### config.mk
export PLATFORM = sky130hd
export DESIGN_NAME = pim_crossbar
export DESIGN_NICKNAME = d
export VERILOG_FILES = /design/src/source/pim_pkg.sv /design/src/source/pim_crossbar.sv
export VERILOG_INCLUDE_DIRS = /design/src /design/src/source
export SDC_FILE = /design/constraint.sdc
export NUM_CORES = 1
export LEC_CHECK = 0
export ABC_CLOCK_PERIOD_IN_PS = 1930
export BUFFER_PORTS_ARGS = -buffer_cell sky130_fd_sc_hd__buf_2
export CAP_MARGIN = 0
export CORE_AREA = 2 2 120 122
export CTS_BUF_LIST = sky130_fd_sc_hd__clkbuf_16
export DETAILED_ROUTE_END_ITERATION = 10
export DIE_AREA = 0 0 122 124
export PLACE_DENSITY_LB_ADDON = 0.1
export SLEW_MARGIN = 20
export SYNTH_ARGS = -nofsm -noshare
export SYNTH_HDL_FRONTEND = slang
export SYNTH_SLANG_ARGS = --single-unit
### constraint.sdc
create_clock -name clk -period 1.93 [get_ports clk]
set_input_delay 0.386 -clock clk [delete_from_list [all_inputs] [get_ports clk]]
set_output_delay 0.386 -clock clk [all_outputs]
set_load 0.01 [all_outputs]
### src/source/pim_macros.svh
`ifndef PIM_MACROS_SVH
`define PIM_MACROS_SVH

// Kernel window, 5x5 taps
`define PIM_TAPS 25

// Pixel and weight width
`define PIM_DATA_W 8

// Kernel memory geometry
`define PIM_DEPTH 4
`define PIM_ADDR_W 2
`define PIM_TAP_W 5

// ADC precision of one crossbar column
`define PIM_ADC_BITS 8

// Final shift-and-add result
`define PIM_OUT_W 21

`endif
### src/source/pim_pkg.sv
`default_nettype none

`include "pim_macros.svh"

package pim_pkg;

	// Two nibble halves of one weight byte
	typedef struct packed {
		logic [`PIM_DATA_W/2-1:0] hi;
		logic [`PIM_DATA_W/2-1:0] lo;
	} pim_nibbles_t;

	// One stored weight, seen either as a byte or as two nibbles.
	// The store and write port use the byte view, the columns the nibbles.
	typedef union packed {
		logic [`PIM_DATA_W-1:0] word;
		pim_nibbles_t nib;
	} pim_weight_t;

endpackage

`default_nettype wire

### src/source/pim_crossbar.sv
`timescale 1ns/1ps
`default_nettype none

`include "pim_macros.svh"

module pim_crossbar
	import pim_pkg::*;
#(
	parameter bit HI_NIBBLE = 1'b0
)
(
	input  logic                             clk,
	input  logic                             rst_n,
	input  logic                             en,
	input  logic [`PIM_TAPS-1:0]             plane_bits,
	input  pim_weight_t [`PIM_TAPS-1:0]      weights,
	output logic [`PIM_ADC_BITS-1:0]         col_sum,
	output logic                             col_valid
);

	localparam int NIB_W   = `PIM_DATA_W / 2;
	localparam int NIB_MAX = (1 << NIB_W) - 1;
	// Widest possible column current, 25 taps of 15
	localparam int SUM_W   = $clog2(`PIM_TAPS * NIB_MAX + 1);
	localparam int ADC_W   = `PIM_ADC_BITS;
	localparam int ADC_MAX = (1 << ADC_W) - 1;

	logic [NIB_W-1:0] tap_nib [`PIM_TAPS];
	logic [SUM_W-1:0] dot_sum;
	logic [ADC_W-1:0] adc_code;

	// Cell conductance of each row
	for (genvar t = 0; t < `PIM_TAPS; t++)
	begin : g_cell
		if (HI_NIBBLE)
		begin : g_hi
			assign tap_nib[t] = weights[t].nib.hi;
		end
		else
		begin : g_lo
			assign tap_nib[t] = weights[t].nib.lo;
		end
	end

	// Rows driven by a set plane bit add their nibble to the column
	always_comb
	begin
		dot_sum = '0;
		for (int t = 0; t < `PIM_TAPS; t++)
		begin
			if (plane_bits[t])
			begin
				dot_sum = dot_sum + SUM_W'(tap_nib[t]);
			end
		end
	end

	// ADC clips at full scale
	assign adc_code = (dot_sum > SUM_W'(ADC_MAX)) ? ADC_W'(ADC_MAX) : ADC_W'(dot_sum);

	always_ff @(posedge clk or negedge rst_n)
	begin
		if (!rst_n)
		begin
			col_sum   <= '0;
			col_valid <= 1'b0;
		end
		else
		begin
			col_valid <= en;
			if (en)
			begin
				col_sum <= adc_code;
			end
		end
	end

endmodule

`default_nettype wire

==> out/metrics.yaml, run 1 <==
global_route:
  grt_pass1_vias: 8743
  grt_max_degree: 17
  overflow: 0
  grt_pass1_wl_mm: 35.6
  grt.total_usage_pct: 27.9
  antenna_found_initial: 0
logic_synthesis:
  synth_seq_cells: 9
  async_flop_share_pct: 100
  synth.area.top_cells: "ha_1 (16%), xnor2_1 (7.9%), fa_1 (6.4%)"
  synthTopCellsByCount: "inv_1 (103), ha_1 (97), nand2_1 (78)"
  synth_most_common_cell: "inv_1"
  synth_top_area_share_pct: 16.1
  syn_inst: 975
  yosysWarningCount: 0
  ys.flop_type: "dfrtp_1"
  syn_nets: 1324
  synth_seq_area_share_pct: 3.00
  synth_top_area_cell: "ha_1"
  synth_edf_count: 0
  synth_area_per_cell_um2: 7.71
  syn_area_um2: 7520
  synth_cell_type_count: 76
routing:
  vias_per_cell: 5.40
  drc: 0
  routed-via-count: 8900
  antenna_left: 0
  wl_per_cell_um: 14.6
  finalWirelength_mm: 24.1
  dr.pass1.iters: 7
  drt_iter0_markers: 494
timing:
  fin_ws_ns: -17.82
  fin_tns_setup_ns: -141.51
  max_freq_mhz: 50.6
  max-slew-margin-rel_pct: 45.6
  drv_slew: 0
  finalClockSkew_ns: 0
  hold_viol: 9
  finalCritPeriodShare_pct: 1020
  tightest_slew_ns: 0.806
  setup_viol: 8
  whs_ns: -0.00425
  rsz0062_at_grt: "yes"
  min_period_ns: 19.75
finish:
  finalNetCount: 1819
  antennaDiodeCount: 0
  area_growth_pct: 54.8
  drive_above_1_share_pct: 45.3
  nFillCells: 814
cts:
  cts.sinks: 9
  postCtsHoldBufs: 0
  cts_root_buffer: "clkbuf_16"
  cts.path.max_buffers: 2
  clk_pin_slew_ns: 0.04
  cts_tree: "built"
  htreeDepth: 1
  cts_buffers: 3
  clk_latency_ns: 0.23
worst_setup_path:
  path_depth: 95
  critPathMaxFanout: 3
  reg2reg_depth: 1
  slowest_delay_ns: 0.58
  start_kind: "input pin"
  cp-end-kind: "register"
  crit_family: "adder cells"
  critPathSlowestCell: "fa_2"
  cp_data_arrival_time_ns: 19.86
  path_common_cell: "fa_1"
  cp.required_ns: 2.04
  crit_type: "input pin to register"
  cp_num_buf_inv: 20
status:
  status: "complete, but fails checks"
  failed_checks: "hold timing, setup timing"
floorplan:
  start_util_pct: 54.8
  num_io_pins: 237
  die_area_um2: 15100
  fp.coreArea_um2: 13700
  die_w_um: 122
  rows: 43
  die_y_um: 124
place:
  gp_congestion: 0.889
  port_buffers: 136
  dp_hpwl_mm: 15.9
worst_hold_path:
  holdCritPathClass: "input pin to asynchronous set/reset pin"
flow_run:
  maxCapViolations: 0
-- per-layer routing --
metal	wire length (um)	GRT usage, %	up-vias
met5	0	0	-
met4	929	10.3	0
met3	1230	2.88	103
met2	12100	54.3	318
met1	9830	31.3	4088
li1	-	-	4391
-- stage by stage --
stage	setup WS (ns)	hold slack, ns	util [%]	cell area, um^2	instances
2_1_floorplan	-16.54	0.0904	-	7640	975
3_5_place_dp	-17.34	0.242	78.0	10700	1565
3_3_place_gp	-16.87	0.239	78.0	10700	1565
4_1_cts	-16.68	0.00172	82.8	11400	1628
5_1_grt	-18.61	0.00367	84.8	11600	1649
6_report	-17.82	-0.00425	84.8	11600	1649
-- path summary, 6_finish.rpt --
check                                         end                   start  slack (ns)
max                        col_sum[6]$_DFFE_PN0P_              weights[0]      -17.82
min                        col_sum[3]$_DFFE_PN0P_                   rst_n      -0.004
max reg2reg                col_sum[6]$_DFFE_PN0P_  col_sum[6]$_DFFE_PN0P_        1.16
min reg2reg                col_sum[2]$_DFFE_PN0P_  col_sum[2]$_DFFE_PN0P_        0.49
max in group asynchronous  col_sum[0]$_DFFE_PN0P_                   rst_n        1.76
min in group clk              col_valid$_DFF_PN0_                      en        0.41
-- what timing repair did --
item / CTS / global route
buffers inserted: 59 / 21
resized for setup: 31 / 30
pin swaps: 20 / 39
endpoints found under the hold margin: 0 / 0
setup endpoints to repair: 8 / 8
-- cells in the final DEF, fill, tap and decap left out, types with 5 or more instances in the layout --
cell type,synthesis,routed
nand2b_1,22,19
nor2_1,56,56
maj3_1,6,6
dfrtp_1,9,9
xnor2_4,4,5
inv_2,0,9
a21o_1,22,22
fa_1,24,22
o21ai_0,72,51
nor2b_1,54,50
xor2_1,25,25
buf_4,1,378
o211a_1,5,5
ha_4,0,8
nand3_1,8,8
nor2b_2,1,5
xnor2_2,7,10
nand2_1,78,71
o21ai_2,2,13
a31oi_1,9,9
o21ai_1,9,19
o21a_1,41,41
xnor3_1,7,7
mux2i_1,23,19
a21oi_2,4,12
inv_1,103,95
o211ai_1,5,5
nor3_1,13,13
buf_2,2,134
or3_1,5,5
mux2_2,34,34
a21oi_1,54,44
ha_1,97,88
nand2_2,1,7
xnor2_1,68,64
mux2i_2,1,5
-- final cells by class --
class / instances / area [um^2] / area share [%]
Multi-Input combinational cell: 838 / 7170 / 61.6
Timing Repair Buffer: 515 / 3550 / 30.5
Inverter: 103 / 387 / 3.32
Sequential cell: 9 / 225 / 1.94
Tap cell: 180 / 225 / 1.94
Clock buffer: 3 / 75.1 / 0.645
Clock inverter: 1 / 3.75 / 0.0323
-- kinds of logic after synthesis --
kind of cell	Yosys count	share of synthesized area, %
xor+xnor	117	17.7
flops	9	3.00
mux	58	8.34
fa+ha+maj	127	23.3
compound gates	262	22.4
simple gates	274	18.6
buf+inv	128	6.57
-- flip-flops by register name, summed over array words and instances (netlist names) --
register	flops
col_sum	8
col_valid	1
Power of run 1 is left out: the tool's default activity adds up to more than one toggle a clock period on the data nets, which glitch-free logic cannot reach.
==> inputs of run 2 (changes only) <==
--- a/config.mk
+++ b/config.mk
@@ -9,11 +9,11 @@
 export ABC_CLOCK_PERIOD_IN_PS = 1930
 export BUFFER_PORTS_ARGS = -buffer_cell sky130_fd_sc_hd__buf_2
 export CAP_MARGIN = 0
-export CORE_AREA = 2 2 120 122
+export CORE_AREA = 2 2 86 171
 export CTS_BUF_LIST = sky130_fd_sc_hd__clkbuf_16
 export DETAILED_ROUTE_END_ITERATION = 10
-export DIE_AREA = 0 0 122 124
-export PLACE_DENSITY_LB_ADDON = 0.1
+export DIE_AREA = 0 0 88 173
+export PLACE_DENSITY = 0.88
 export SLEW_MARGIN = 20
 export SYNTH_ARGS = -nofsm -noshare
 export SYNTH_HDL_FRONTEND = slang
==> run 2 against run 1 <==
The flow finishes with violations (setup timing). Register-to-register slack lost 0.02 ns. Count of clock-buffer cells in the layout is the same. Global-route usage grew 9.4 points. Core utilization shrank 0.86 points. Sequential cell count is the same. Routed wire length grew 35%. Fmax shrank 2.2%. Final area shrank 0.33%. Critical path depth grew 8. Worst setup slack lost 0.44 ns. Final cell count shrank 1.0%. Critical path type unchanged. Largest cell class unchanged.
==> out/metrics.yaml, run 2 (synthesis gave the netlist of run 1 again) <==
worst_setup_path:
  cp-end-kind: "register"
  cp.required_ns: 2.05
  r2r-end: "col_sum[6]$_DFFE_PN0P_"
  cp_data_arrival_time_ns: 20.31
  reg2reg_slack_ns: 1.14
  slowest_delay_ns: 0.56
  critPathMaxFanout: 4
  rr_startpoint: "col_sum[6]$_DFFE_PN0P_"
  critPathSlowestCell: "fa_1"
  start_kind: "input pin"
  reg2reg_depth: 1
  crit_type: "input pin to register"
routing:
  routed-via-count: 9979
  finalWirelength_mm: 32.6
  antenna_left: 0
  dr.pass1.iters: 5
  wl_per_cell_um: 20.0
  vias_per_cell: 6.11
  drc: 0
  drt_iter0_markers: 622
timing:
  finalClockSkew_ns: 0
  max_freq_mhz: 49.5
  min_period_ns: 20.19
  rsz0062_at_grt: "yes"
  tightest_slew_ns: 0.648
  fin_tns_setup_ns: -145.82
  finalCritPeriodShare_pct: 1050
  drv_slew: 0
  max-slew-margin-rel_pct: 56.4
  hold_viol: 0
  setup_viol: 8
  fin_ws_ns: -18.26
global_route:
  grt_max_degree: 17
  grt_pass1_wl_mm: 46.0
  antenna_found_initial: 1
  grt.total_usage_pct: 37.3
  grt_pass1_vias: 10600
  overflow: 0
finish:
  final_common_cell: "buf_4"
  drive_above_1_share_pct: 45.5
  finalNetCount: 1792
  final_cell_mix: "buf_4 (349), buf_2 (134), inv_1 (94)"
  top_register: "col_sum"
  largest_reg_flops: 8
  fin_area_um2: 11600
  nFillCells: 658
  area_growth_pct: 54.3
  top_regs: "col_sum x8, col_valid x1"
floorplan:
  num_io_pins: 237
  die_y_um: 173
  fp.coreArea_um2: 13800
  rows: 61
  start_util_pct: 54.4
  die_area_um2: 15200
  die_w_um: 88
flow_run:
  maxCapViolations: 0
worst_hold_path:
  hold-path-cell-count: 1
  hold_path_end: "col_valid$_DFF_PN0_"
  min_from: "en"
  holdCritPathClass: "input pin to register"
cts:
  cts_root_buffer: "clkbuf_16"
  clk_pin_slew_ns: 0.04
  cts.sinks: 9
  htreeDepth: 1
  cts.path.max_buffers: 2
  cts_buffers: 3
  clk_latency_ns: 0.24
  cts_tree: "built"
place:
  port_buffers: 136
  dp_hpwl_mm: 21.0
  gp_congestion: 0.890
  place_area_um2: 10700
status:
  failed_checks: "setup timing"
  status: "complete, but fails checks"
## run 2: stage by stage
stage	utilization [%]	hold WS, ns	worst slack [ns]	cells
6_report	84.0	0.417	-18.26	1632
2_1_floorplan	-	0.0904	-16.54	975
5_1_grt	84.0	0.422	-19.13	1631
3_5_place_dp	77.5	0.245	-18.10	1573
3_3_place_gp	77.5	0.238	-17.05	1573
4_1_cts	81.6	0.410	-17.13	1617
## run 2: final cells by class
cell class | instances | area (um^2) | share of cell area [%]
multi-input cells | 838 | 7320 | 63.1
inverters | 103 | 387 | 3.33
diodes | 1 | 2.50 | 0.0216
repair buffers | 488 | 3350 | 28.9
well taps | 189 | 236 | 2.04
clock inverters | 1 | 3.75 | 0.0324
flip-flops and latches | 9 | 225 | 1.94
clock buffers | 3 | 75.1 | 0.647
## run 2: worst max path at each step
stage          cells after the start                endpoint        from
6_report                         103  col_sum[6]$_DFFE_PN0P_  weights[0]
5_1_grt                          106  col_sum[5]$_DFFE_PN0P_  weights[0]
4_1_cts                           95  col_sum[3]$_DFFE_PN0P_  weights[0]
3_5_place_dp                     106  col_sum[2]$_DFFE_PN0P_  weights[0]
3_3_place_gp                     103  col_sum[3]$_DFFE_PN0P_  weights[0]
2_1_floorplan                     94  col_sum[2]$_DFFE_PN0P_  weights[0]
## run 2: critical path: cells and delay by family
kind | cells | cell delay (ns)
mux | 9 | 2.41
buf+inv | 12 | 1.05
xor+xnor | 13 | 2.04
simple gates | 25 | 3.10
compound gates | 19 | 2.59
fa+ha+maj | 25 | 8.69
## run 2: repair_timing
action                     in CTS  in global routing
pin swaps                      22                 17
buffers inserted               39                 15
hold buffers                    1                  0
hold endpoints to repair        9                  0
setup endpoints to repair       8                  8
gates resized for setup        41                 48
## run 2: layer usage
| metal | global-route usage, % | share of wire (%) | up-vias |
|---|---|---|---|
| li1 | - | - | 4324 |
| met1 | 30.9 | 30 | 4591 |
| met2 | 70.9 | 53 | 724 |
| met3 | 8.11 | 7.0 | 340 |
| met4 | 29.4 | 9.9 | 0 |
| met5 | 0 | 0 | - |
Power of run 2 is left out for the same reason.
