--- src/source/pim_macros.svh ---
`ifndef PIM_MACROS_SVH
`define PIM_MACROS_SVH

// Kernel window, 5x5 taps
`define PIM_TAPS 25

// Pixel and weight width
`define PIM_DATA_W 8

// Kernel memory geometry
`define PIM_DEPTH 4
`define PIM_ADDR_W 2
`define PIM_TAP_W 5

// ADC precision of one crossbar column
`define PIM_ADC_BITS 8

// Final shift-and-add result
`define PIM_OUT_W 21

`endif
--- src/source/pim_pkg.sv ---
`default_nettype none

`include "pim_macros.svh"

package pim_pkg;

	// Two nibble halves of one weight byte
	typedef struct packed {
		logic [`PIM_DATA_W/2-1:0] hi;
		logic [`PIM_DATA_W/2-1:0] lo;
	} pim_nibbles_t;

	// One stored weight, seen either as a byte or as two nibbles.
	// The store and write port use the byte view, the columns the nibbles.
	typedef union packed {
		logic [`PIM_DATA_W-1:0] word;
		pim_nibbles_t nib;
	} pim_weight_t;

endpackage

`default_nettype wire

--- src/source/pim_kernel_store.sv ---
`timescale 1ns/1ps
`default_nettype none

`include "pim_macros.svh"

module pim_kernel_store
	import pim_pkg::*;
(
	input  logic                             clk,
	input  logic                             rst_n,
	input  logic                             wr_en,
	input  logic [`PIM_ADDR_W-1:0]           wr_addr,
	input  logic [`PIM_TAP_W-1:0]            wr_tap,
	input  pim_weight_t                      wr_data,
	input  logic [`PIM_ADDR_W-1:0]           kernel_addr,
	output pim_weight_t [`PIM_TAPS-1:0]      weights
);

	// One row per kernel, 25 taps wide
	pim_weight_t [`PIM_TAPS-1:0] mem [`PIM_DEPTH];

	logic tap_in_range;

	// Taps 25 to 31 of the index space do not exist
	assign tap_in_range = (wr_tap < `PIM_TAP_W'(`PIM_TAPS));

	always_ff @(posedge clk or negedge rst_n)
	begin
		if (!rst_n)
		begin
			for (int k = 0; k < `PIM_DEPTH; k++)
			begin
				mem[k] <= '0;
			end
		end
		else if (wr_en && tap_in_range)
		begin
			mem[wr_addr][wr_tap].word <= wr_data.word;
		end
	end

	// Row select of the crossbar, no read register.
	// A write at the same edge is seen only from the next cycle on.
	assign weights = mem[kernel_addr];

endmodule

`default_nettype wire

--- config.mk ---
export PLATFORM = sky130hd
export DESIGN_NAME = pim_kernel_store
export DESIGN_NICKNAME = d
export VERILOG_FILES = /design/src/source/pim_pkg.sv /design/src/source/pim_kernel_store.sv
export VERILOG_INCLUDE_DIRS = /design/src /design/src/source
export SDC_FILE = /design/constraint.sdc
export NUM_CORES = 1
export LEC_CHECK = 0
export ABC_AREA = 0
export BUFFER_PORTS_ARGS = -buffer_cell sky130_fd_sc_hd__buf_2
export CAP_MARGIN = 20
export CORE_ASPECT_RATIO = 0.9
export CORE_MARGIN = 2
export CORE_UTILIZATION = 30
export CTS_CLUSTER_DIAMETER = 150
export DETAILED_ROUTE_END_ITERATION = 10
export PLACE_DENSITY_LB_ADDON = 0.2
export SETUP_SLACK_MARGIN = 0.1
export SLEW_MARGIN = 20
export SYNTH_ARGS = -nofsm -noshare
export SYNTH_HDL_FRONTEND = slang
export SYNTH_SLANG_ARGS = --single-unit
--- constraint.sdc ---
create_clock -name clk -period 1.6 [get_ports clk]
set_clock_uncertainty 0.05 [all_clocks]
set_input_delay 0.08 -clock clk [delete_from_list [all_inputs] [get_ports clk]]
set_output_delay 0.08 -clock clk [all_outputs]
set_load 0.005 [all_outputs]
==> results of run 1 <==
per-layer routing:
layer	wire length, um	share of wire	global-route usage
met5	32	0.00032	0
met4	2226	0.022	0.04661
met3	4844	0.048	0.04095
met2	47840	0.47	0.2653
met1	45980	0.46	0.2292
worst max-delay path: cells and delay by family, from the launching register on:
family	cells	cell delay [ns]
DFF	1	0.38
muxes	1	0.58
buffers and inverters	1	0.16
repair_timing:
action,CTS,global route
hold buffers,8,0
gates resized for setup,70,35
hold endpoints to repair,939,0
endpoints found under the setup margin,200,200
buffers inserted,36,23
synth_stat cells:
library cell / n / area share
nand2b_1: 3 / 0.00053
nand3_2: 6 / 0.0017
mux2_1: 2 / 0.00063
mux2_2: 798 / 0.25
buf_2: 34 / 0.0048
nor2_2: 7 / 0.0012
or4_4: 1 / 0.00032
and4bb_2: 3 / 0.0011
nand2_2: 24 / 0.0042
nor4bb_1: 8 / 0.0023
nor3b_4: 6 / 0.0032
nor2b_1: 8 / 0.0014
nor4b_2: 4 / 0.0017
nand3_1: 14 / 0.0020
nor3_4: 6 / 0.0027
dfrtp_1: 800 / 0.56
nor4_4: 4 / 0.0024
nand2_1: 25 / 0.0026
clkbuf_2: 3 / 0.00042
buf_4: 11 / 0.0023
buf_1: 15 / 0.0016
nand2_4: 1 / 0.00032
nor4b_4: 4 / 0.0027
nand4_1: 3 / 0.00053
clkbuf_1: 110 / 0.012
mux4_2: 200 / 0.13
and4_1: 2 / 0.00049
nand4b_1: 5 / 0.0012
nor2_4: 2 / 0.00063
and4b_1: 3 / 0.00085
nand4_4: 1 / 0.00060
placed cells by master (no fill, tap or decap), drive strengths merged, types with 8 or more instances in the layout:
| cell | netlist | layout |
|---|---|---|
| dfrtp | 800 | 800 |
| mux2 | 800 | 800 |
| buf | 60 | 528 |
| mux4 | 200 | 200 |
| clkbuf | 113 | 137 |
| nand2 | 50 | 50 |
| nand3 | 20 | 20 |
| clkinv | 0 | 19 |
| nor2 | 9 | 9 |
| nor2b | 8 | 8 |
| dlygate4sd3 | 0 | 8 |
| nor4b | 8 | 8 |
| nor4bb | 8 | 8 |
path summary, 6_finish.rpt:
| path | start | endpoint |
|---|---|---|
| max | mem[110] | weights[110] |
| min reg2reg | mem[40] | mem[40] |
| max in group asynchronous | rst_n | mem[13] |
| min in group asynchronous | rst_n | mem[654] |
| max reg2reg | mem[787] | mem[787] |
| min | wr_data[2] | mem[106] |
power breakdown:
| part | internal [mW] | leakage, nW | switching, mW |
|---|---|---|---|
| registers | 21.9 | 10.9 | 0.800 |
| logic | 3.38 | 9.54 | 2.65 |
| clock network | 12.8 | 1.53 | 8.61 |
| total | 38.1 | 21.9 | 12.1 |
cells by family after synthesis:
kind of cell / count (synthesis)
mux: 1000
buf+inv: 173
simple gates: 140
flops: 800
stage by stage:
stage,cells,setup TNS (ns),hold slack [ns],setup slack [ns]
after floorplan,2113,-3.119,-0.2656,-0.07563
after global placement,3982,-98.00,-0.01065,-0.3236
after detailed placement,3982,-101.36,-0.01075,-0.3127
after CTS,4196,-55.23,0.01252,-0.3637
after global routing,4220,-56.60,0.03747,-0.3817
final,4223,-41.43,0.06168,-0.2990
final cells by class:
cell class | instances | area [um2]
timing repair buffer | 536 | 5492
tap | 1573 | 1968
clock buffer | 137 | 2776
clock inverter | 33 | 327.8
fill | 10840 | 71450
multi-input combinational | 1140 | 15130
antenna | 4 | 10.01
sequential | 800 | 20020
==> qor.log, run 1 <==
INFO  placed_design  place_area=41590um2
INFO  routing        postRouteWirelength=100.9mm
INFO  synth          yosys_warnings=0
INFO  hold_path      holdPathStages=3
INFO  pwr            total_power=50.13mW
INFO  cells_and_area design_area=45720um2
INFO  setup_path     critPathSlowestCell=mux4_2
INFO  floorplan      chipWidth=366.6um
INFO  clock_network  library_cell_used_as_clock_root_buffer=clkbuf_16
INFO  synth          post_synth_inst_count=2113
INFO  clock_network  cts_made_buffers=93
INFO  floorplan      dieHeight=330.3um
INFO  placed_design  place_hpwl=68.08mm
INFO  routing        via_per_inst=4.854
INFO  grt            number_of_antenna_violations_at_the_first_check_in_global_routing=8
INFO  cells_and_area drive_gt1_frac=0.6625
INFO  synth          mappedNetlistNets=2133
INFO  synth          complex_gate_fraction_of_the_synthesized_area=0
INFO  clock_network  cts-htree-levels=3
INFO  synth          synthMuxAreaShare=0.3806
INFO  cells_and_area post-route-util=0.3902
INFO  cells_and_area largest_reg_flops=800
INFO  sta            slew_headroom=0.4910
INFO  synth          synthDistinctLibCells=31
INFO  job            cap_viol_max_count=0
INFO  setup_path     cp_slowest_stage_delay=0.58ns
INFO  synth          post_synth_fa_ha_maj_area_fraction=0
INFO  clock_network  tritoncts=built
INFO  synth          synth_xor_area_frac=0
INFO  synth          synth.cell_area=35500um2
INFO  placed_design  place_congestion=0.7432
INFO  synth          synth_simple_gate_area_frac=0.03468
INFO  sta            worst_pin_slew=0.7635ns
INFO  floorplan      fp-row-count=119
INFO  setup_path     worstSetupPathType=reg -> out
INFO  routing        drtAntennaViolNets=0
INFO  setup_path     worst-r2r-setup-slack=0.54ns
INFO  clock_network  cts_max_path_buffers=3
INFO  sta            min_period_over_period=1.187
INFO  cells_and_area syn_to_final_growth=28.80%
INFO  routing        route.detailed.wl_per_inst=23.90um
INFO  grt            grt_max_degree=87
INFO  routing        drt-initial-drc-count=931
INFO  clock_network  cts_num_sinks=800
INFO  grt            grt_pass1_vias=22390
INFO  sta            layout_setup_ws=-0.2990ns
INFO  grt            grt_util_all_layers=0.1674
INFO  floorplan      fp.coreArea=117200um2
INFO  setup_path     ff2ff_path_depth=3
INFO  synth          synth_seq_cells=800
INFO  hold_path      worstHoldPathType=in -> reg
INFO  sta            timing.final.crit_period=1.899ns
INFO  floorplan      io-pin-count=220
INFO  grt            wire_length_of_the_first_global_routing_pass=152.0mm
INFO  outcome        outcome=finished with violations
INFO  sta            setup_viol_count_final=200
INFO  floorplan      initial_utilization=0.3030
INFO  sta            drv_slew=0
INFO  sta            achievable-frequency=526.6MHz
INFO  setup_path     cp_cell_sequence=mux4_2 -> buf_6
INFO  routing        num_vias=20500
INFO  sta            setup_repair_after_global_routing_missed_its_margin=true
INFO  setup_path     crit_path_max_fanout=2
INFO  routing        remaining_drc_errors=0
INFO  placed_design  port_buffers=219
INFO  pwr            leakagePower=21.95nW
INFO  clock_network  clkTransAtPathRegs=0.06ns
INFO  sta            finalHoldViolCount=0
INFO  synth          synth.yosys.seq_area_share=0.5639
INFO  cells_and_area nets=2591
INFO  pwr            power_per_cell_area=1096nW/um2
INFO  clock_network  clk_latency=0.66ns
INFO  setup_path     endpoint_kind=output pin
INFO  setup_path     worst-endpoint-arrival=1.77ns
INFO  synth          synth_top_family_by_area=multiplexers
INFO  pwr            worst_ir_drop_vdd=785.4uV
INFO  floorplan      die_area=121100um2
INFO  cells_and_area max_flop_register=mem
INFO  cells_and_area largest_registers=mem: 800 flops
INFO  setup_path     startpoint_types=flop
INFO  synth          postSynthAreaPerCell=16.80um2
INFO  setup_path     critPathRequiredTime=1.47ns
INFO  grt            gr-total-overflow=0
INFO  outcome        failed_checks=negative setup slack
INFO  routing        drtPass1Iterations=6
(Power assumes the default switching activity.)
==> inputs of run 2 (changes only) <==
--- a/config.mk
+++ b/config.mk
@@ -11,5 +11,5 @@
 export CAP_MARGIN = 20
 export CORE_ASPECT_RATIO = 0.9
-export CORE_MARGIN = 2
+export CORE_MARGIN = 8
 export CORE_UTILIZATION = 30
 export CTS_CLUSTER_DIAMETER = 150
==> constraint.sdc (replaced) <==
create_clock -name clk -period 1.6 [get_ports clk]
set_clock_uncertainty 0.05 [all_clocks]
set_input_delay 0.24 -clock clk [delete_from_list [all_inputs] [get_ports clk]]
set_output_delay 0.24 -clock clk [all_outputs]
set_load 0.005 [all_outputs]
==> qor.log, run 2 (synthesis gave the netlist of run 1 again) <==
INFO  setup_path     timing.critical_path.max_delay_family=multiplexers
INFO  sta            fin_hold_ws=0.02159ns [-0.04009 ns]
INFO  clock_network  tritoncts=built
INFO  grt            grt_max_degree=101 [+16%]
INFO  cells_and_area syn_to_final_growth=31.16%
INFO  pwr            net_switching_power=11.94mW [-0.94%]
INFO  cells_and_area mostFrequentLayoutCells=dfrtp_1 (800), mux2_2 (643), buf_4 (238)
INFO  grt            grt_util_all_layers=0.1586 [-0.008814]
INFO  clock_network  cts_max_path_buffers=3 [unchanged]
INFO  sta            worst_pin_slew=0.6488ns [-0.1147 ns]
INFO  job            cap_viol_max_count=0 [unchanged]
INFO  floorplan      initial_utilization=0.3030 [unchanged]
INFO  sta            min_period_over_period=1.282 [+0.09530]
INFO  pwr            worst_ir_drop_vdd=689.3uV [-12%]
INFO  placed_design  place_area=41790um2 [+0.48%]
INFO  floorplan      fp.coreArea=117200um2 [unchanged]
INFO  cells_and_area nets=2614 [+0.89%]
INFO  clock_network  cts_num_sinks=800 [unchanged]
INFO  clock_network  cts-htree-levels=3 [unchanged]
INFO  pwr            power.combinational.fraction=0.130 [+0.010]
INFO  pwr            power.clock.fraction=0.418 [-0.009]
INFO  placed_design  place_hpwl=69.49mm [+2.1%]
INFO  floorplan      chipWidth=378.6um [+3.3%]
INFO  sta            slew_headroom=0.5675 [+0.07644]
INFO  grt            number_of_antenna_violations_at_the_first_check_in_global_routing=9 [+1]
INFO  floorplan      fp-row-count=119 [unchanged]
INFO  setup_path     crit_path_max_fanout=2 [unchanged]
INFO  clock_network  library_cell_used_as_clock_root_buffer=clkbuf_16
INFO  pwr            power.share.switching=0.2378 [-0.002634]
INFO  cells_and_area layout_commonest_cell=dfrtp_1
INFO  floorplan      die_area=129600um2 [+7.0%]
INFO  routing        drt-initial-drc-count=981 [+5.4%]
INFO  setup_path     endpoint_kind=output pin
INFO  cells_and_area design_area=46560um2 [+1.8%]
INFO  sta            finalHoldViolCount=0 [unchanged]
INFO  setup_path     critPathRequiredTime=1.31ns [-0.16 ns]
INFO  floorplan      dieHeight=342.3um [+3.6%]
INFO  clock_network  cts_made_buffers=93 [unchanged]
INFO  pwr            power.share.sequential=0.452 [about the same]
INFO  routing        drtPass1Iterations=6 [unchanged]
INFO  hold_path      worstHoldPathType=in -> async
INFO  cells_and_area largest_registers=mem: 800 flops
INFO  setup_path     critPathSlowestCell=mux4_2
INFO  outcome        outcome=finished with violations
INFO  clock_network  clkTransAtPathRegs=0.06ns [about the same]
INFO  setup_path     worstSetupPathType=reg -> out
INFO  setup_path     critPathLaunch=mem[111]
INFO  sta            layout_setup_ws=-0.4514ns [-0.1525 ns]
INFO  sta            drv_slew=0 [unchanged]
INFO  cells_and_area largest_reg_flops=800 [unchanged]
INFO  pwr            cell_internal_pwr=38.27mW [+0.51%]
INFO  sta            timing.final.crit_period=2.051ns [+0.1525 ns]
INFO  grt            gr-total-overflow=0 [unchanged]
INFO  pwr            leakagePower=22.40nW [+2.1%]
INFO  setup_path     worst-endpoint-arrival=1.76ns [about the same]
INFO  setup_path     startpoint_types=flop
INFO  cells_and_area drive_gt1_frac=0.6821 [+0.01956]
INFO  routing        drtAntennaViolNets=0 [unchanged]
INFO  grt            grt_pass1_vias=22910 [+2.3%]
INFO  routing        via_per_inst=4.866 [+0.25%]
INFO  placed_design  port_buffers=219 [unchanged]
INFO  setup_path     crit_buf_inv=1 [unchanged]
INFO  grt            wire_length_of_the_first_global_routing_pass=156.0mm [+2.7%]
INFO  routing        remaining_drc_errors=0 [unchanged]
INFO  outcome        failed_checks=negative setup slack
INFO  clock_network  clk_latency=0.64ns [-0.02 ns]
INFO  sta            setup_repair_after_global_routing_missed_its_margin=true
INFO  routing        postRouteWirelength=102.9mm [+2.0%]
INFO  routing        route.detailed.wl_per_inst=24.26um [+1.5%]
INFO  setup_path     cp_cell_sequence=mux4_2 -> buf_6
INFO  setup_path     source_of_the_worst_register_to_register_timing_path=mem[257]
INFO  placed_design  place_congestion=0.7374 [-0.78%]
INFO  sta            achievable-frequency=487.5MHz [-7.4%]
INFO  floorplan      io-pin-count=220 [unchanged]
INFO  cells_and_area max_flop_register=mem
INFO  setup_path     cp_slowest_stage_delay=0.58ns [about the same]
INFO  routing        num_vias=20640 [+0.70%]
INFO  pwr            power_per_cell_area=1078nW/um2 [-1.6%]
INFO  sta            setup_viol_count_final=200 [unchanged]
[run 2: cell type report]
| type | instances | area (um2) |
|---|---|---|
| fill | 10690 | 70620 |
| timing repair buffer | 559 | 5811 |
| clock buffer | 137 | 2828 |
| sequential | 800 | 20020 |
| multi-input combinational | 1140 | 15700 |
| tap | 1573 | 1968 |
| antenna | 8 | 20.02 |
| clock inverter | 25 | 214.0 |
[run 2: power by group through the flow]
stage                     sequential [mW]  clock, mW  combinational, mW
final                                22.7       21.0               6.54
after global routing                 22.9       22.4               7.07
after CTS                            22.7       21.6               6.47
after detailed placement             23.1          0               5.91
after global placement               22.9          0               5.74
after floorplan                      22.7          0               3.44
[run 2: routing by layer]
| layer | GRT usage | up-vias | routed length [um] |
|---|---|---|---|
| met4 | 0.04280 | 0 | 2474 |
| met2 | 0.2537 | 355 | 48610 |
| li1 | - | 8868 | - |
| met3 | 0.02933 | 141 | 5048 |
| met5 | 0 | - | 0 |
| met1 | 0.2212 | 11280 | 46780 |
[run 2: worst register-to-register path, cell delays in order, from the launching register on]
cell	delay [ns]
dfrtp_1	0.39
buf_4	0.14
buf_4	0.12
mux2_4	0.26
[run 2: metrics by stage]
step                      setup TNS [ns]    util  cells  power [mW]  setup slack [ns]
after global routing              -86.70  0.3973   4237       52.36           -0.5208
after global placement           -192.24  0.3567   3946       28.68           -0.3668
after detailed placement         -199.27  0.3567   3946       28.98           -0.3691
after floorplan                   -42.10       -   2113       26.19           -0.2354
final                             -72.57  0.3974   4242       50.21           -0.4514
after CTS                         -85.65  0.3922   4179       50.80           -0.5091
[run 2: timing repair]
item                                   4_1_cts  5_1_grt
endpoints found under the hold margin      759        0
setup buffers                               68       56
setup endpoints to repair                  200      214
hold buffers                                 3        0
resized for setup                          107       28
[run 2: final timing paths]
kind                                end  slack, ns  cells past startpoint
min reg2reg                    mem[265]       0.45                      1
min                            mem[613]       0.02                      2
min in group clk               mem[169]       0.10                      2
max in group asynchronous      mem[761]       0.64                      4
max                        weights[111]      -0.45                      2
max reg2reg                    mem[257]       0.53                      3
