**config.mk**
```make
export PLATFORM = sky130hd
export DESIGN_NAME = pim_shift_adder
export DESIGN_NICKNAME = d
export VERILOG_FILES = /design/src/source/pim_shift_adder.sv
export VERILOG_INCLUDE_DIRS = /design/src /design/src/source
export SDC_FILE = /design/constraint.sdc
export NUM_CORES = 1
export LEC_CHECK = 0
export BUFFER_PORTS_ARGS = -buffer_cell sky130_fd_sc_hd__buf_2
export CAP_MARGIN = 30
export CORE_AREA = 2 2 152 154
export DETAILED_ROUTE_END_ITERATION = 10
export DIE_AREA = 0 0 154 156
export GPL_TIMING_DRIVEN = 1
export SETUP_SLACK_MARGIN = 0.3
export SLEW_MARGIN = 10
export SYNTH_ARGS = -nofsm -noshare
export SYNTH_HDL_FRONTEND = slang
export SYNTH_SLANG_ARGS = --single-unit
```
**constraint.sdc**
```tcl
create_clock -name clk -period 5.89 [get_ports clk]
set_clock_uncertainty 0.1 [all_clocks]
set_input_delay 0.589 -clock clk [delete_from_list [all_inputs] [get_ports clk]]
set_output_delay 0.589 -clock clk [all_outputs]
set_load 0.005 [all_outputs]
```
**src/source/pim_macros.svh**
```systemverilog
`ifndef PIM_MACROS_SVH
`define PIM_MACROS_SVH

// Kernel window, 5x5 taps
`define PIM_TAPS 25

// Pixel and weight width
`define PIM_DATA_W 8

// Kernel memory geometry
`define PIM_DEPTH 4
`define PIM_ADDR_W 2
`define PIM_TAP_W 5

// ADC precision of one crossbar column
`define PIM_ADC_BITS 8

// Final shift-and-add result
`define PIM_OUT_W 21

`endif
```
**src/source/pim_shift_adder.sv**
```systemverilog
`timescale 1ns/1ps
`default_nettype none

`include "pim_macros.svh"

module pim_shift_adder
(
	input  logic                                              clk,
	input  logic                                              rst_n,
	input  logic                                              in_valid,
	input  logic [2*`PIM_DATA_W-1:0][`PIM_ADC_BITS-1:0]       col_sums,
	output logic                                              out_valid,
	output logic [`PIM_OUT_W-1:0]                             out_data
);

	localparam int PLANES = `PIM_DATA_W;
	localparam int NIB_W  = `PIM_DATA_W / 2;
	// Hi sum shifted by a nibble plus lo sum, with one carry bit
	localparam int PLANE_W = `PIM_ADC_BITS + NIB_W + 1;

	logic [PLANE_W-1:0]    plane_comb [PLANES];
	logic [PLANE_W-1:0]    plane_q    [PLANES];
	logic                  s1_valid;
	logic [`PIM_OUT_W-1:0] total_comb;

	// Stage 1 merges the two nibble columns of each plane
	for (genvar p = 0; p < PLANES; p++)
	begin : g_merge
		assign plane_comb[p] = (PLANE_W'(col_sums[2*p+1]) << NIB_W)
			+ PLANE_W'(col_sums[2*p]);
	end

	always_ff @(posedge clk or negedge rst_n)
	begin
		if (!rst_n)
		begin
			s1_valid <= 1'b0;
			for (int p = 0; p < PLANES; p++)
			begin
				plane_q[p] <= '0;
			end
		end
		else
		begin
			s1_valid <= in_valid;
			if (in_valid)
			begin
				for (int p = 0; p < PLANES; p++)
				begin
					plane_q[p] <= plane_comb[p];
				end
			end
		end
	end

	// Stage 2 weights each plane by its bit position
	always_comb
	begin
		total_comb = '0;
		for (int p = 0; p < PLANES; p++)
		begin
			total_comb = total_comb + (`PIM_OUT_W'(plane_q[p]) << p);
		end
	end

	always_ff @(posedge clk or negedge rst_n)
	begin
		if (!rst_n)
		begin
			out_valid <= 1'b0;
			out_data  <= '0;
		end
		else
		begin
			out_valid <= s1_valid;
			if (s1_valid)
			begin
				out_data <= total_comb;
			end
		end
	end

endmodule

`default_nettype wire

```
==> results_dict.tcl, run 1 <==
set metrics [dict create \
    syn_nets 1047 \
    outcome "finished with violations" \
    cts_buffer_depth 2 \
    grt_max_degree 64 \
    total_leakage_power_nw 4.92 \
    core.rowCount 55 \
    rsz0062_at_grt "no" \
    yosys_warnings 0 \
    diodes 0 \
    final-max-slew-violation-count 0 \
    setup_tns_ns 0 \
    postRouteAntennaNets 0 \
    synth_cell_type_count 46 \
    final_cell_mix "150 x buf_2, 127 x dfrtp_1, 76 x ha_1" \
    drt-wirelength-per-cell_um 15.5 \
    synth_edf_count 0 \
    critPathLaunchType "register" \
    crit_path_max_incr_delay_ns 0.54 \
    gr-total-overflow 0 \
    drv_cap 0 \
    worstPathRequired_ns 6.09 \
    antenna_found_initial 0 \
    async_flop_share_pct 100 \
    failed_checks "hold timing" \
    period_share_pct 90.1 \
    fmax_mhz 188 \
    grt_pass1_wl_um 31300 \
    dr.pass1.iters 4 \
    drive_gt1_share_pct 28.7 \
    hold_viol_final 1 \
    fin_hold_ws_ns -0.000323 \
    drt_iter0_markers 222 \
    peakVddDrop_mv 0.604 \
    cts_num_sinks 127 \
    area_delta_synth_final_pct 19.1 \
    cp-end-kind "register" \
    clk_pin_slew_worst_paths_ns 0.06 \
    yosys-top-cells-area "dfrtp_1 36%, fa_1 15%, ha_1 11%, mux2_2 9.4%, xor2_1 3.6%" \
    cp_cell_sequence "ha_1 -> a21o_1 -> a21oi_1 -> o21ai_0 -> xnor2_1 -> fa_1 -> fa_1 -> fa_1 -> inv_1 -> ha_1 -> ha_1 -> fa_1 -> a21o_1 -> a21oi_4 -> o21ai_1 -> a31o_1 -> xor2_1 -> mux2_2" \
    crit_top_cell "fa_1" \
    crit_family "adder cells" \
    stdcell_count 1226 \
    setup_viol 0 \
    port_buffers 152 \
    drc 0 \
    clk_latency_ns 0.42 \
    synth.largest_area_cell "dfrtp_1" \
    groute.usage.overall_pct 16.5 \
    power_density_nw_per_um2 690 \
    ys_ff_latch 127 \
    wl_um 19000 \
    cts_buffers 17 \
    die_h_um 156 \
    reg2reg_from "plane_q[79]$_DFFE_PN0P_" \
    ioPinCount 153 \
    dp_hpwl_um 15100 \
    dieArea_um2 24000 \
    final_common_cell "buf_2" \
    finalCriticalPeriod_ns 5.31 \
    core-area_um2 22400 \
    root_buffer "clkbuf_16" \
    synth_area_per_cell_um2 11.4 \
    fp.dieW_um 154 \
    start_util_pct 39.4 \
    nets 1203 \
    worst_pin_slew_ns 0.714 \
    syn_area_um2 8820 \
    synthFlopType "dfrtp_1" \
    synth_top_area_share_pct 36.0 \
    crit_start "plane_q[79]$_DFFE_PN0P_" \
    slowest_stage "fa_1" \
    place.gp.congestion 0.794 \
    route.vias.total 5939 \
    ys_seq_area_share_pct 36.0 \
    arrival_ns 5.50 \
    hold_path.class "in -> async" \
    critPathMaxFanout 4 \
    grt_pass1_vias 6118 \
    relSlewSlack_pct 52.4 \
    vias_per_cell 4.84 \
    cts_tree "done" \
    synth_cells 773 \
    dp_cells 1195 \
    critPathBufInv 1 \
    critPathKind "reg -> reg" \
    htreeDepth 4 \
]
## synthesized netlist by cell type (5+ instances only)
master    instances
a21o_1           19
nand2_1          20
and3_1           10
nand3_1          14
buf_1             9
inv_1            58
nand2b_1         10
fa_1             67
xnor2_1          34
mux2i_1           8
mux2_2           74
nor2b_1          18
o21ai_1          11
clkbuf_1          8
a21oi_1          47
nor2_1           41
dfrtp_1         127
o21ai_0          33
nand4_1          10
ha_1             76
a21oi_2           5
xor2_1           36
## cell families (layout without fill, tap and decap cells)
logic type / count (synthesis) / in the layout / share of synthesized area, %
adder cells (fa/ha/maj): 143 / 143 / 26.0
AO/OA/AOI/OAI: 140 / 140 / 9.70
AND/OR/NAND/NOR: 132 / 132 / 7.43
flip-flops: 127 / 127 / 36.0
multiplexers: 83 / 83 / 10.5
buffers and inverters: 78 / 246 / 3.36
XOR/XNOR: 70 / 70 / 6.95
## area by class of cell
class                           count  area [µm²]
Clock buffer                       21         460
Clock inverter                     10         113
Fill cell                        2080       11900
Inverter                           58         218
Multi-Input combinational cell    568        5350
Sequential cell                   127        3180
Tap cell                          285         357
Timing Repair Buffer              157         827
## routing by layer
metal / vias to the layer above / global-route usage [%] / share of wire, %
met3: 14 / 3.28 / 3.8
li1: 2971 / - / -
met5: - / 0 / 0
met4: 0 / 4.72 / 0.98
met1: 2837 / 23.7 / 50
met2: 117 / 25.5 / 45
## power by group
part / switching (mW) / internal [mW] / leakage, nW
clock: 0.386 / 0.641 / 0.279
sequential: 0.114 / 1.09 / 1.49
combinational: 2.64 / 2.38 / 3.14
total: 3.14 / 4.11 / 4.92
## sequential cells by signal, summed over array words and instances (netlist names)
signal     count
s1_valid       1
out_valid      1
plane_q      104
out_data      21
## path summary, 6_finish.rpt
| path | end | slack [ns] | cells past startpoint |
|---|---|---|---|
| setup / recovery | out_data[14]$_DFFE_PN0P_ | 0.58 | 18 |
| hold / removal | plane_q[17]$_DFFE_PN0P_ | -0.0003 | 1 |
| setup reg to reg | out_data[14]$_DFFE_PN0P_ | 0.58 | 18 |
| hold reg to reg | out_data[15]$_DFFE_PN0P_ | 0.39 | 2 |
| max in group asynchronous | plane_q[14]$_DFFE_PN0P_ | 4.68 | 3 |
| min in group clk | plane_q[66]$_DFFE_PN0P_ | 0.29 | 3 |
## worst register-to-register path, stage by stage (launching register included)
cell and delay [ns]:
dfrtp_1 0.41, ha_1 0.30, a21o_1 0.19, a21oi_1 0.23, o21ai_0 0.14, xnor2_1 0.20, fa_1 0.47, fa_1 0.48
fa_1 0.54, inv_1 0.04, ha_1 0.29, ha_1 0.23, fa_1 0.40, a21o_1 0.22, a21oi_4 0.22, o21ai_1 0.08
a31o_1 0.25, xor2_1 0.15, mux2_2 0.26
## per-stage QoR
stage | hold WS, ns | util [%] | total power, mW | worst slack [ns] | area (µm²)
floorplan | 0.193 | - | 5.14 | 0.870 | 8820
global placement | 0.375 | 44.3 | 6.18 | 0.662 | 9900
detailed placement | 0.375 | 44.4 | 6.22 | 0.577 | 9920
CTS | 0.0233 | 46.9 | 7.30 | 0.543 | 10500
global route | 0.0451 | 47.0 | 8.05 | 0.327 | 10500
finish | -0.000323 | 47.0 | 7.25 | 0.584 | 10500
## repair_timing
action | in CTS | in global routing
buffers inserted | 0 | 0
setup endpoints to repair | 0 | 2
hold buffers | 0 | 0
gates resized for setup | 0 | 1
Power figures use the tool's default switching activity.
==> run 2: changes to the inputs <==
--- a/config.mk
+++ b/config.mk
@@ -12,6 +12,7 @@
 export DETAILED_ROUTE_END_ITERATION = 10
 export DIE_AREA = 0 0 154 156
 export GPL_TIMING_DRIVEN = 1
+export REMOVE_ABC_BUFFERS = 1
 export SETUP_SLACK_MARGIN = 0.3
 export SLEW_MARGIN = 10
 export SYNTH_ARGS = -nofsm -noshare
==> run 2 against run 1 <==
- the flow now finishes without violations
- worst setup slack improved by 0.038 ns
- final area is 0.39% higher
- clock power about the same
- sequential power about the same
- maximum frequency up 0.72%
- register-to-register slack better by 0.04 ns
- combinational power up 2%
- largest power group unchanged
- highest routed layer is now met5
==> results_dict.tcl, run 2 (synthesis gave the netlist of run 1 again) <==
set metrics [dict create \
    cts_buffer_depth 2 \
    met2_usage_pct 27.3 \
    grt_use_met1_pct 20.9 \
    postRouteAntennaNets 0 \
    hold_path.class "in -> reg" \
    hold_depth 3 \
    ioPinCount 153 \
    place_ws_ns 0.637 \
    dieArea_um2 24000 \
    critPathKind "reg -> reg" \
    root_buffer "clkbuf_16" \
    worst_slack_ns 0.622 \
    start_util_pct 39.4 \
    grt_pass1_wl_um 30400 \
    relSlewSlack_pct 50.3 \
    internal-power_mw 4.10 \
    cts_tree "done" \
    r2r_slack_ns 0.62 \
    place.gp.congestion 0.772 \
    final_util_pct 47.2 \
    top_usage_layer "met2" \
    drv_cap 0 \
    worst_pin_slew_ns 0.746 \
    peakVddDrop_mv 0.495 \
    dp_hpwl_um 15000 \
    cts_buffers 17 \
    p_sw_share_pct 44.2 \
    largest_reg_flops 104 \
    clk_pin_slew_worst_paths_ns 0.06 \
    hold_viol_final 0 \
    arrival_ns 5.48 \
    port_buffers 152 \
    clkPwrFrac_pct 14.2 \
    groute.usage.overall_pct 16.3 \
    drive_gt1_share_pct 28.8 \
    wl_um 19000 \
    seq_power_share_pct 16.4 \
    critPathMaxFanout 4 \
    power_density_nw_per_um2 697 \
    post_cts_buffers 0 \
    n_fill_cell 2065 \
    vias_per_cell 4.90 \
    outcome "finished clean" \
    final_common_cell "buf_2" \
    setup_viol 0 \
    r2r_end "out_data[14]$_DFFE_PN0P_" \
    worstPathRequired_ns 6.10 \
    grt_pass1_vias 5996 \
    reg2regPathDepth 18 \
    gr-total-overflow 0 \
    core.rowCount 55 \
    grtUsageMet3_pct 4.44 \
    setup_tns_ns 0 \
    fmax_mhz 190 \
    top_regs "plane_q: 104 flops, out_data: 21 flops" \
    route.vias.total 6024 \
    drc 0 \
    whs_endpoint "plane_q[52]$_DFFE_PN0P_" \
    drt-wirelength-per-cell_um 15.4 \
    htreeDepth 4 \
    cp-end-kind "register" \
    final-max-slew-violation-count 0 \
    critPathLaunchType "register" \
    finalCriticalPeriod_ns 5.27 \
    p_comb_share_pct 69.3 \
    cts_num_sinks 127 \
    area_delta_synth_final_pct 19.6 \
    clk_latency_ns 0.42 \
    hold_start "col_sums[48]" \
    rsz0062_at_grt "no" \
    die_h_um 156 \
    total_leakage_power_nw 4.92 \
    core-area_um2 22400 \
    antenna_found_initial 3 \
    fp.dieW_um 154 \
    nets 1204 \
    grt_max_degree 83 \
    period_share_pct 89.4 \
    drt_iter0_markers 204 \
    dr.pass1.iters 4 \
    p_switching_mw 3.25 \
    reg2reg_from "plane_q[79]$_DFFE_PN0P_" \
    final_cell_mix "150 x buf_2, 127 x dfrtp_1, 76 x ha_1" \
    regMostFlops "plane_q" \
]
-- run 2: metrics by stage --
stage	std cells	power [mW]	hold slack [ns]	instance area [µm²]
3_3_place_gp	1193	6.28	0.384	9890
5_1_grt	1229	8.14	0.287	10500
3_5_place_dp	1193	6.36	0.390	9890
4_1_cts	1225	7.47	0.230	10500
6_report	1230	7.35	0.285	10500
2_1_floorplan	753	5.12	0.193	8740
-- run 2: layout make-up --
cell class	instances	area (µm²)	area share [%]
clock inverters	13	140	1.33
inverters	58	218	2.06
repair buffers	158	853	8.09
clock buffers	19	443	4.20
multi-input cells	568	5350	50.8
diodes	2	5.00	0.0475
flip-flops and latches	127	3180	30.1
well taps	285	357	3.38
-- run 2: how the worst max path moves through the flow --
stage                                        from                  endpoint  slack (ns)  cells past startpoint
final                     plane_q[79]$_DFFE_PN0P_  out_data[14]$_DFFE_PN0P_        0.62                     18
after global routing      plane_q[79]$_DFFE_PN0P_  out_data[14]$_DFFE_PN0P_        0.32                     18
after CTS                 plane_q[79]$_DFFE_PN0P_  out_data[14]$_DFFE_PN0P_        0.60                     18
after detailed placement  plane_q[79]$_DFFE_PN0P_  out_data[14]$_DFFE_PN0P_        0.64                     18
after global placement    plane_q[79]$_DFFE_PN0P_  out_data[14]$_DFFE_PN0P_        0.64                     18
after floorplan           plane_q[79]$_DFFE_PN0P_  out_data[14]$_DFFE_PN0P_        0.87                     17
-- run 2: worst max-delay path, cell delays in order (launching register included) --
cell and delay [ns]:
dfrtp_1 0.41, ha_1 0.29, a21o_1 0.20, a21oi_1 0.21, o21ai_0 0.13, xnor2_1 0.19, fa_1 0.45, fa_1 0.47
fa_1 0.54, inv_1 0.04, ha_1 0.28, ha_1 0.24, fa_1 0.43, a21o_1 0.23, a21oi_4 0.21, o21ai_1 0.08
a31o_1 0.26, xor2_1 0.14, mux2_2 0.26
-- run 2: metal layers --
metal	wire length, µm	vias up	share of wire [%]
li1	-	2985	-
met1	8730	2893	46
met2	9220	129	49
met3	826	15	4.4
met4	198	2	1.0
met5	7	-	0.037
-- run 2: repair_timing --
action,in CTS,in global routing
gates resized for setup,0,1
hold buffers,0,1
endpoints found under the setup margin,0,2
hold endpoints to repair,0,13
-- run 2: power groups by stage --
stage | combinational [mW] | sequential, mW | clock (mW)
after floorplan | 3.92 | 1.20 | 0
after global placement | 5.06 | 1.22 | 0
after detailed placement | 5.13 | 1.23 | 0
after CTS | 5.18 | 1.21 | 1.07
after global routing | 5.81 | 1.23 | 1.11
final | 5.10 | 1.21 | 1.05
==> run 3: changes to the inputs <==
--- a/config.mk
+++ b/config.mk
@@ -8,9 +8,9 @@
 export LEC_CHECK = 0
 export BUFFER_PORTS_ARGS = -buffer_cell sky130_fd_sc_hd__buf_2
 export CAP_MARGIN = 30
-export CORE_AREA = 2 2 152 154
+export CORE_AREA = 10 10 160 162
 export DETAILED_ROUTE_END_ITERATION = 10
-export DIE_AREA = 0 0 154 156
+export DIE_AREA = 0 0 170 172
 export GPL_TIMING_DRIVEN = 1
 export REMOVE_ABC_BUFFERS = 1
 export SETUP_SLACK_MARGIN = 0.3
==> run 3 against run 2 <==
- core utilization up 0.25 points
- highest routed layer unchanged
- worst hold slack worse by 0.17 ns
- critical endpoint unchanged
- global-route usage down 1.9 points
==> results_dict.tcl, run 3 (synthesis gave the netlist of run 1 again) <==
set metrics [dict create \
    drt_iter0_markers 258 \
    cp_cell_sequence "ha_1 -> a21o_1 -> a21oi_1 -> o21ai_0 -> xnor2_1 -> fa_1 -> fa_1 -> fa_1 -> fa_1 -> inv_1 -> fa_1 -> a21o_1 -> a21oi_4 -> o21ai_1 -> a31o_1 -> xor2_1 -> mux2_2" \
    drt-wirelength-per-cell_um 16.6 \
    drive_gt1_share_pct 28.8 \
    postRouteAntennaNets 0 \
    critPathBufInv 1 \
    clk_pin_slew_worst_paths_ns 0.06 \
    port_buffers 152 \
    root_buffer "clkbuf_16" \
    relSlewSlack_pct 50.9 \
    critPathMaxFanout 4 \
    grt_pass1_wl_um 33300 \
    hold_path.class "in -> async" \
    crit_family "adder cells" \
    drc 0 \
    dr.pass1.iters 4 \
    crit_path_max_incr_delay_ns 0.57 \
    rsz0062_at_grt "no" \
    htreeDepth 4 \
    area_delta_synth_final_pct 20.2 \
    top_regs "plane_q: 104 flops, out_data: 21 flops" \
    wl_um 20400 \
    start_util_pct 39.4 \
    cts_buffers 17 \
    setup_tns_ns 0 \
    core.rowCount 55 \
    drv_cap 0 \
    critPathKind "reg -> reg" \
    r2r_slack_ns 0.61 \
    total_leakage_power_nw 4.96 \
    core-area_um2 22400 \
    holdBufCountCts 0 \
    seq_area_um2 3180 \
    reg2regPathDepth 17 \
    fmax_mhz 190 \
    final_cell_mix "150 x buf_2, 127 x dfrtp_1, 76 x ha_1" \
    r2r_end "out_data[14]$_DFFE_PN0P_" \
    finalCriticalPeriod_ns 5.28 \
    slowest_stage "fa_1" \
    die_h_um 172 \
    n_fill_cell 2049 \
    cts_num_sinks 127 \
    multi_input_area_um2 5350 \
    largest_reg_flops 104 \
    dp_hpwl_um 16300 \
    cts_buffer_depth 2 \
    fp.dieW_um 170 \
    antenna_found_initial 5 \
    peakVddDrop_mv 0.550 \
    critPathLaunchType "register" \
    gr-total-overflow 0 \
    worst_pin_slew_ns 0.736 \
    final_common_cell "buf_2" \
    worstPathRequired_ns 6.10 \
    crit_top_cell "fa_1" \
    period_share_pct 89.6 \
    total_power_mw 7.51 \
    place.gp.congestion 0.768 \
    ioPinCount 153 \
    hold_viol_final 0 \
    outcome "finished clean" \
    power_density_nw_per_um2 708 \
    route.vias.total 5995 \
    dieArea_um2 29200 \
    arrival_ns 5.48 \
    setup_viol 0 \
    post_cts_buffers 0 \
    clk_latency_ns 0.43 \
    final-max-slew-violation-count 0 \
    groute.usage.overall_pct 14.4 \
    vias_per_cell 4.88 \
    regMostFlops "plane_q" \
    nets 1203 \
    reg2reg_from "plane_q[79]$_DFFE_PN0P_" \
    cp-end-kind "register" \
    cts_tree "done" \
    grt_pass1_vias 6562 \
    grt_max_degree 73 \
    cts_resized 0 \
]
-- run 3: worst max-delay path by stage --
| stage | startpoint | endpoint | slack, ns | depth (start not counted) |
|---|---|---|---|---|
| after floorplan | plane_q[79]$_DFFE_PN0P_ | out_data[14]$_DFFE_PN0P_ | 0.87 | 17 |
| after global placement | plane_q[79]$_DFFE_PN0P_ | out_data[14]$_DFFE_PN0P_ | 0.64 | 18 |
| after detailed placement | plane_q[79]$_DFFE_PN0P_ | out_data[14]$_DFFE_PN0P_ | 0.59 | 18 |
| after CTS | plane_q[79]$_DFFE_PN0P_ | out_data[14]$_DFFE_PN0P_ | 0.55 | 17 |
| after global routing | plane_q[79]$_DFFE_PN0P_ | out_data[14]$_DFFE_PN0P_ | 0.32 | 17 |
| final | plane_q[79]$_DFFE_PN0P_ | out_data[14]$_DFFE_PN0P_ | 0.61 | 17 |
-- run 3: routing by layer --
layer	up-vias	wire length, µm	GRT usage [%]
met1	2868	9060	17.6
met5	-	13	0
li1	2980	-	-
met4	2	211	3.93
met3	19	1300	4.54
met2	126	9790	24.1
-- run 3: metrics by stage --
| step | util, % | setup slack, ns | std cells | hold slack (ns) | instance area [µm²] |
|---|---|---|---|---|---|
| after detailed placement | 44.2 | 0.587 | 1194 | 0.394 | 9890 |
| after floorplan | - | 0.870 | 753 | 0.193 | 8740 |
| after CTS | 47.2 | 0.554 | 1225 | 0.150 | 10600 |
| after global routing | 47.4 | 0.323 | 1227 | 0.182 | 10600 |
| final | 47.4 | 0.614 | 1228 | 0.115 | 10600 |
| after global placement | 44.2 | 0.640 | 1194 | 0.385 | 9890 |
-- run 3: where the power goes --
group	internal (mW)	switching [mW]	total, mW
Sequential	1.09	0.120	1.21
Combinational	2.39	2.70	5.09
Clock	0.812	0.401	1.21
Total	4.29	3.22	7.51
-- run 3: cell type report --
class | instances | area share [%]
Antenna cell | 2 | 0.0472
Tap cell | 285 | 3.36
Sequential cell | 127 | 30.0
Clock buffer | 20 | 4.31
Inverter | 58 | 2.05
Clock inverter | 11 | 1.99
Timing Repair Buffer | 157 | 7.77
Multi-Input combinational cell | 568 | 50.5
